## src/design/cpu_pkg.sv

```systemverilog
package cpu_pkg;

   // ----------------------------------------------------------------------
   // Machine sizes
   // ----------------------------------------------------------------------
   localparam int XLEN     = 16;
   localparam int NUM_REGS = 8;
   localparam int REG_W    = 3;

   // Instruction classes in bits 15:14
   localparam logic [1:0] CLS_LOAD  = 2'b00;
   localparam logic [1:0] CLS_STORE = 2'b01;
   localparam logic [1:0] CLS_LDI   = 2'b10;
   localparam logic [1:0] CLS_ALU   = 2'b11;

   // ALU operations carried in func
   localparam logic [3:0] ALU_ADD   = 4'd0;
   localparam logic [3:0] ALU_SUB   = 4'd1;
   localparam logic [3:0] ALU_AND   = 4'd2;
   localparam logic [3:0] ALU_OR    = 4'd3;
   localparam logic [3:0] ALU_XOR   = 4'd4;
   localparam logic [3:0] ALU_SLL   = 4'd5;
   localparam logic [3:0] ALU_SRL   = 4'd6;
   localparam logic [3:0] FUNC_HALT = 4'b1111;  // Halt in ALU class

   // Operand forwarding selects
   localparam logic [1:0] FWD_REG = 2'b00;
   localparam logic [1:0] FWD_EX  = 2'b01;
   localparam logic [1:0] FWD_MEM = 2'b10;

   // ALU B source
   localparam logic SRC_REG = 1'b0;
   localparam logic SRC_IMM = 1'b1;

   // ----------------------------------------------------------------------
   // Instruction word in register and immediate views
   // ----------------------------------------------------------------------
   typedef union packed {
      struct packed {
         logic [1:0]       cls;
         logic [REG_W-1:0] ra;
         logic [REG_W-1:0] rb;
         logic [3:0]       func;
         logic [3:0]       d;     // Load/store offset
      } r;
      struct packed {
         logic [1:0]       cls;
         logic [REG_W-1:0] ra;
         logic [REG_W-1:0] rb;
         logic [7:0]       imm;   // LDI constant
      } i;
   } instr_u;

endpackage

```

## src/design/decode.sv

```systemverilog
`timescale 1ns/1ps

module decode import cpu_pkg::*; (
   input  logic             clk,
   input  logic             rst_n,
   input  logic             flushed,
   input  logic [XLEN-1:0]  inst_id,
   input  logic             regwrite,
   input  logic [REG_W-1:0] regwrite_adr,
   input  logic [XLEN-1:0]  regwrite_dat,
   output logic [XLEN-1:0]  rd1_id,
   output logic [XLEN-1:0]  rd2_id,
   output logic [XLEN-1:0]  extended_d_id,
   output logic [REG_W-1:0] regwrite_adr_id,
   output logic [3:0]       alu_op_id,
   output logic             alu_src_b_id,
   output logic [1:0]       forward_a_sel_id,
   output logic [1:0]       forward_b_sel_id,
   output logic             mem_read_id,
   output logic             mem_write_id,
   output logic             regwrite_id,
   output logic             is_halt_id,
   output logic             en_pc,
   output logic             en_ifid,
   output logic             flush_ifid,
   output logic             en_idex,
   output logic             flush_idex
);

   instr_u              inst;
   logic                use_ra, use_rb;
   logic                is_load;
   logic                stall;
   logic [NUM_REGS-1:0] pend_ex, pend_mem;

   assign inst = inst_id;

   // ----------------------------------------------------------------------
   // Immediate from imm for LDI and from d otherwise
   // ----------------------------------------------------------------------
   assign extended_d_id = (inst.i.cls == CLS_LDI) ?
                          {{(XLEN-8){inst.i.imm[7]}}, inst.i.imm} :
                          {{(XLEN-4){inst.r.d[3]}}, inst.r.d};

   decode_ctrl ctrl0 (
      .inst_id         (inst_id),
      .alu_op_id       (alu_op_id),
      .alu_src_b_id    (alu_src_b_id),
      .mem_read_id     (mem_read_id),
      .mem_write_id    (mem_write_id),
      .regwrite_id     (regwrite_id),
      .regwrite_adr_id (regwrite_adr_id),
      .is_halt_id      (is_halt_id),
      .use_ra          (use_ra),
      .use_rb          (use_rb),
      .is_load         (is_load)
   );

   reg_file rf0 (
      .clk          (clk),
      .rst_n        (rst_n),
      .regwrite     (regwrite),
      .regwrite_adr (regwrite_adr),
      .regwrite_dat (regwrite_dat),
      .ra           (inst.r.ra),
      .rb           (inst.r.rb),
      .rd1          (rd1_id),
      .rd2          (rd2_id)
   );

   reg_pending pend0 (
      .clk             (clk),
      .rst_n           (rst_n),
      .flushed         (flushed),
      .stall           (stall),
      .regwrite_id     (regwrite_id),
      .regwrite_adr_id (regwrite_adr_id),
      .pend_ex         (pend_ex),
      .pend_mem        (pend_mem),
      .pend_wb         ()             // WB covered by write-through
   );

   hazard_unit haz0 (
      .clk        (clk),
      .rst_n      (rst_n),
      .flushed    (flushed),
      .is_load    (is_load),
      .use_ra     (use_ra),
      .use_rb     (use_rb),
      .ra         (inst.r.ra),
      .rb         (inst.r.rb),
      .pend_ex    (pend_ex),
      .stall      (stall),
      .en_pc      (en_pc),
      .en_ifid    (en_ifid),
      .flush_ifid (flush_ifid),
      .en_idex    (en_idex),
      .flush_idex (flush_idex)
   );

   forward_sel fwd0 (
      .use_ra           (use_ra),
      .use_rb           (use_rb),
      .ra               (inst.r.ra),
      .rb               (inst.r.rb),
      .pend_ex          (pend_ex),
      .pend_mem         (pend_mem),
      .forward_a_sel_id (forward_a_sel_id),
      .forward_b_sel_id (forward_b_sel_id)
   );

endmodule

```

## src/design/decode_ctrl.sv

```systemverilog
`timescale 1ns/1ps

module decode_ctrl import cpu_pkg::*; (
   input  logic [XLEN-1:0]  inst_id,
   output logic [3:0]       alu_op_id,
   output logic             alu_src_b_id,
   output logic             mem_read_id,
   output logic             mem_write_id,
   output logic             regwrite_id,
   output logic [REG_W-1:0] regwrite_adr_id,
   output logic             is_halt_id,
   output logic             use_ra,
   output logic             use_rb,
   output logic             is_load
);

   instr_u inst;
   logic   func_ok;

   assign inst = inst_id;

   // Known ALU functions
   always_comb begin
      case (inst.r.func)
         ALU_ADD, ALU_SUB, ALU_AND, ALU_OR,
         ALU_XOR, ALU_SLL, ALU_SRL: func_ok = 1'b1;
         default:                   func_ok = 1'b0;
      endcase
   end

   // ----------------------------------------------------------------------
   // Control fields per class
   // ----------------------------------------------------------------------
   always_comb begin
      alu_op_id       = ALU_ADD;
      alu_src_b_id    = SRC_IMM;
      mem_read_id     = 1'b0;
      mem_write_id    = 1'b0;
      regwrite_id     = 1'b0;
      regwrite_adr_id = inst.r.ra;
      is_halt_id      = 1'b0;
      use_ra          = 1'b0;
      use_rb          = 1'b0;

      case (inst.r.cls)
         CLS_LOAD: begin
            mem_read_id = 1'b1;        // ra <= mem[rb + d]
            regwrite_id = 1'b1;
            use_rb      = 1'b1;
         end
         CLS_STORE: begin
            mem_write_id = 1'b1;       // mem[rb + d] <= ra
            use_ra       = 1'b1;
            use_rb       = 1'b1;
         end
         CLS_LDI: begin
            regwrite_id     = 1'b1;
            regwrite_adr_id = inst.i.rb;  // Immediate passes through B
         end
         CLS_ALU: begin
            alu_src_b_id = SRC_REG;
            if (inst.r.func == FUNC_HALT) begin
               is_halt_id = 1'b1;
            end else if (func_ok) begin
               alu_op_id   = inst.r.func;
               regwrite_id = 1'b1;
               use_ra      = 1'b1;
               use_rb      = 1'b1;
            end
            // Unknown func falls through as a no-op
         end
      endcase
   end

   assign is_load = (inst.r.cls == CLS_LOAD);

endmodule

```

## src/design/forward_sel.sv

```systemverilog
`timescale 1ns/1ps

module forward_sel import cpu_pkg::*; (
   input  logic                use_ra,
   input  logic                use_rb,
   input  logic [REG_W-1:0]    ra,
   input  logic [REG_W-1:0]    rb,
   input  logic [NUM_REGS-1:0] pend_ex,
   input  logic [NUM_REGS-1:0] pend_mem,
   output logic [1:0]          forward_a_sel_id,
   output logic [1:0]          forward_b_sel_id
);

   // Youngest producer wins and WB comes from the register file bypass
   function automatic logic [1:0] pick_src(
      input logic                used,
      input logic [REG_W-1:0]    adr,
      input logic [NUM_REGS-1:0] ex,
      input logic [NUM_REGS-1:0] mem
   );
      if (!used) begin
         return FWD_REG;
      end
      if (ex[adr]) begin
         return FWD_EX;
      end
      if (mem[adr]) begin
         return FWD_MEM;
      end
      return FWD_REG;
   endfunction

   assign forward_a_sel_id = pick_src(use_ra, ra, pend_ex, pend_mem);
   assign forward_b_sel_id = pick_src(use_rb, rb, pend_ex, pend_mem);

endmodule

```

## src/design/hazard_unit.sv

```systemverilog
`timescale 1ns/1ps

module hazard_unit import cpu_pkg::*; (
   input  logic                clk,
   input  logic                rst_n,
   input  logic                flushed,
   input  logic                is_load,
   input  logic                use_ra,
   input  logic                use_rb,
   input  logic [REG_W-1:0]    ra,
   input  logic [REG_W-1:0]    rb,
   input  logic [NUM_REGS-1:0] pend_ex,
   output logic                stall,
   output logic                en_pc,
   output logic                en_ifid,
   output logic                flush_ifid,
   output logic                en_idex,
   output logic                flush_idex
);

   logic load_ex;
   logic ex_hit;

   // Load now entering EX
   always_ff @(posedge clk) begin
      if (!rst_n || flushed) begin
         load_ex <= 1'b0;
      end else begin
         load_ex <= is_load & ~stall;
      end
   end

   // Source produced by the load still in EX
   assign ex_hit = (use_ra & pend_ex[ra]) | (use_rb & pend_ex[rb]);

   // Redirect takes precedence so the PC can load its target
   assign stall = load_ex & ex_hit & ~flushed;

   // ----------------------------------------------------------------------
   // Pipeline register control
   // ----------------------------------------------------------------------
   assign en_pc      = ~stall;
   assign en_ifid    = ~stall;
   assign flush_ifid = flushed;
   assign en_idex    = 1'b1;              // Bubble is clocked in
   assign flush_idex = stall | flushed;

endmodule

```

## src/design/reg_file.sv

```systemverilog
`timescale 1ns/1ps

module reg_file import cpu_pkg::*; (
   input  logic             clk,
   input  logic             rst_n,
   input  logic             regwrite,
   input  logic [REG_W-1:0] regwrite_adr,
   input  logic [XLEN-1:0]  regwrite_dat,
   input  logic [REG_W-1:0] ra,
   input  logic [REG_W-1:0] rb,
   output logic [XLEN-1:0]  rd1,
   output logic [XLEN-1:0]  rd2
);

   logic [XLEN-1:0] regs [NUM_REGS];

   // ----------------------------------------------------------------------
   // Write port
   // ----------------------------------------------------------------------
   always_ff @(posedge clk) begin
      if (!rst_n) begin
         regs <= '{default: '0};
      end else if (regwrite) begin
         regs[regwrite_adr] <= regwrite_dat;
      end
   end

   // Read ports with write-through from WB
   always_comb begin
      if (regwrite && (regwrite_adr == ra)) begin
         rd1 = regwrite_dat;
      end else begin
         rd1 = regs[ra];
      end

      if (regwrite && (regwrite_adr == rb)) begin
         rd2 = regwrite_dat;
      end else begin
         rd2 = regs[rb];
      end
   end

endmodule

```

## src/design/reg_pending.sv

```systemverilog
`timescale 1ns/1ps

module reg_pending import cpu_pkg::*; (
   input  logic                clk,
   input  logic                rst_n,
   input  logic                flushed,
   input  logic                stall,
   input  logic                regwrite_id,
   input  logic [REG_W-1:0]    regwrite_adr_id,
   output logic [NUM_REGS-1:0] pend_ex,
   output logic [NUM_REGS-1:0] pend_mem,
   output logic [NUM_REGS-1:0] pend_wb
);

   logic [NUM_REGS-1:0] dest_mask;

   // One-hot destination of the instruction leaving decode
   always_comb begin
      dest_mask                  = '0;
      dest_mask[regwrite_adr_id] = regwrite_id & ~stall;  // Bubble marks nothing
   end

   // ----------------------------------------------------------------------
   // Scoreboard shift EX -> MEM -> WB
   // ----------------------------------------------------------------------
   always_ff @(posedge clk) begin
      if (!rst_n || flushed) begin
         pend_ex  <= '0;
         pend_mem <= '0;
         pend_wb  <= '0;
      end else begin
         pend_ex  <= dest_mask;
         pend_mem <= pend_ex;
         pend_wb  <= pend_mem;   // Dropped at the following edge
      end
   end

endmodule

```

## config.mk

```make
export PLATFORM = sky130hd
export DESIGN_NAME = decode
export DESIGN_NICKNAME = d
export VERILOG_FILES = /design/src/design/cpu_pkg.sv /design/src/design/decode.sv /design/src/design/decode_ctrl.sv /design/src/design/forward_sel.sv /design/src/design/hazard_unit.sv /design/src/design/reg_file.sv /design/src/design/reg_pending.sv
export SDC_FILE = /design/constraint.sdc
export NUM_CORES = 1
export LEC_CHECK = 0
export ABC_AREA = 1
export BUFFER_PORTS_ARGS = -buffer_cell sky130_fd_sc_hd__buf_2
export CAP_MARGIN = 20
export CORE_ASPECT_RATIO = 0.9
export CORE_UTILIZATION = 45
export DETAILED_ROUTE_END_ITERATION = 12
export GPL_TIMING_DRIVEN = 0
export PLACE_DENSITY_LB_ADDON = 0.25
export SYNTH_ARGS = -nofsm -noshare
export SYNTH_HDL_FRONTEND = slang
export SYNTH_SLANG_ARGS = --single-unit
```

## constraint.sdc

```tcl
create_clock -name clk -period 1.8 [get_ports clk]
set_input_delay 0.27 -clock clk [delete_from_list [all_inputs] [get_ports clk]]
set_output_delay 0.27 -clock clk [all_outputs]
set_load 0.1 [all_outputs]
```

==> run summary <==
Outcome: finished, violations left
Failing checks: negative setup slack
Syn avg cell area: 6.814 µm²
Clk Latency, worst-skew pair: 450 ps
Die height: 127.4 µm
Tcrit/Tclk final: 114.1%
Final hold vios: 0
CP Launch Type: flip-flop
Clock transition at path regs: 70 ps
Routed via count: 9428
Post-Place Cells: 1489
GR Overflow Total: 0
Mapped Nets: 1193
Starting Density: 46.25%
Crit path kind: flip-flop to primary output
TritonCTS sink count: 145
Final wirelength: 31960 µm
Synth top area share: 36.91%
Min-delay worst type: primary input to flip-flop
Nets: 1336
Total die area: 18010 µm²
Most frequent cell after synthesis: o21ai_0
GRT Max-Usage Layer: met2
Most frequent cells after synthesis: o21ai_0 (278), a21oi_1 (183), dfxtp_1 (145), nor2_1 (85), nand2_1 (83)
DR vias/cell: 6.102
Final setup fails: 39
Hold buffer count at CTS: 0
Yosys warns: 0
Flop2flop setup slack: 220 ps
Met3 GRT Util: 8.283%
Reg-to-Reg Start: pend0.pend_ex[5]
Core area: 17000 µm²
Max FO, Critical Path: 2
Min-Delay Startpoint: inst_id[14]
ANT nets after route: 0
Largest net degree at the start of global routing: 17
Fmax: 0.4869 GHz
Hold path cells: 4
Reg2reg path depth: 11
Ports: 108
First-pass GRT wire length: 48300 µm
Slew Viols, Final: 0
Prevailing post-synth register cell: dfxtp_1
CTS tree: yes
Min Tclk post-route: 2054 ps
Share of layout cells above drive strength 1: 36.26%
Pre-antenna DRT Iters: 7
Area leader, netlist: dfxtp_1
Setup Skew: 3.604 ps
CTS root buffer: clkbuf_16
Worst path required time: 1530 ps
Netlist cell types: 28
VDD IR max: 0.7486 mV
MaxCap Viol Count: 0
Total power: 10.18 mW
Seq cells post-synth: 145
Port buffer count: 100
DR iter-0 viols: 1273
TritonCTS buffer count: 17
Final Wtd Congestion: 0.9511
EDFF count, synth: 0
Final setup margin: -253.6 ps
GR Layer Usage met1: 47.07%
Mapped Cells: 1154
Slew @ Worst Pin: 691.5 ps
Die X-Extent: 141.3 µm
RSZ-0062 raised after global routing: yes
Crit path capture type: primary output
CTS Buffer Depth: 2
Leakage power: 4.459 nW
Vias in the first global route: 8606
DRC: 0
Hold worst-path end: haz0.load_ex
Worst rel slew slack: 53.90%
Initial antenna violation count: 0
GRT Total Usage: 35.08%
Seq/Total Area, Yosys: 36.91%
P per Cell Area: 891.0 nW/µm²
Final std cells w/o fill: 1545
Grt met2 use: 53.87%
WL per Instance: 20.69 µm
Mapped Area: 7864 µm²
Final TNS setup: -5550 ps
Synthesis-to-finish area growth: 45.25%
Row count: 45
Synth async-reset ratio: 0%
Diode count: 0
H-tree Lvls: 4
Worst Path Arrival: 1780 ps
Post-DP HPWL: 22070 µm
R2r endpoint: pend0.pend_ex[5]
Synth top area cells: dfxtp_1 (37%), o21ai_0 (18%), a21oi_1 (12%), o211ai_1 (5.8%), nor2_1 (4.1%)
## state kept, by name (all words and copies together), names as in the netlist
register and cells:
rf0.regs 128, pend0.pend_ex 8, pend0.pend_mem 8, haz0.load_ex 1
## metrics by stage
stage | hold WS, ps | setup WS [ps] | cell area [µm²] | util (%)
after CTS | 207.8 | -159.3 | 11140 | 65.54
after detailed placement | 445.5 | -561.7 | 9299 | 54.69
after floorplan | 421.6 | -300.5 | 8504 | -
after global placement | 441.9 | -522.9 | 9299 | 54.69
final | 203.5 | -253.6 | 11420 | 67.17
after global routing | 227.3 | -270.5 | 11420 | 67.17
## worst max path at each step
stage,from,end,slack [ps],depth (start not counted)
CTS,rf0.regs[42],rd2_id[10],-160,7
finish,rf0.regs[39],rd2_id[7],-250,7
floorplan,inst_id[14],extended_d_id[4],-300,4
global route,rf0.regs[40],rd2_id[8],-270,7
detailed placement,inst_id[8],rd2_id[15],-560,8
global placement,inst_id[9],rd2_id[3],-520,8
## worst max-delay path: stages, from the launching register on
cell and delay, ps:
dfxtp_2 320, inv_2 70, a21oi_2 50, o21ai_1 100
o21ai_1 140, o211ai_1 330, o21ai_4 130, buf_12 190
## per-layer routing
layer | vias to the layer above | wire length [µm]
li1 | 4279 | -
met1 | 4398 | 13220
met2 | 617 | 14130
met3 | 134 | 3408
met4 | 0 | 1206
met5 | - | 0
## report_power, final
group          internal, mW  switching (mW)
clock                  1.87            1.66
sequential             3.32          0.0837
combinational          1.03            2.22
total                  6.22            3.96
## final cells by class
type	instances	area, µm²
fill	1427	5582
multi-input combinational	802	4877
sequential	145	2959
timing repair buffer	123	1373
buffer	114	972.2
clock buffer	18	439.2
inverter	94	365.4
tap	235	294.0
clock inverter	14	142.6
## cell families after synthesis
| logic type | synth area share (%) |
|---|---|
| other cells | 0.09550 |
| compound gates | 37.33 |
| xor+xnor | 0.4456 |
| simple gates | 13.44 |
| flops | 36.91 |
| buf+inv | 11.77 |
## layout by cell type, fill, tap and decap left out, types with 19 or more instances in the layout
master and count:
a21oi_1 149, o21ai_0 148, dfxtp_1 102, o21ai_1 80
nor2_1 78, nand2_1 70, buf_2 70, o211ai_1 61
buf_12 50, inv_1 49, buf_4 42, dfxtp_2 42
nand3_1 40, o21ai_2 37, o21ai_4 34, a21oi_2 32
inv_2 29, clkbuf_16 20, clkbuf_1 20, buf_6 19
## timing repair
action | CTS | global route
endpoints found under the setup margin | 48 | 48
cloned | 4 | 1
setup buffers | 14 | 7
resized for setup | 421 | 102
pin swaps | 43 | 50
Power figures use the tool's default switching activity.
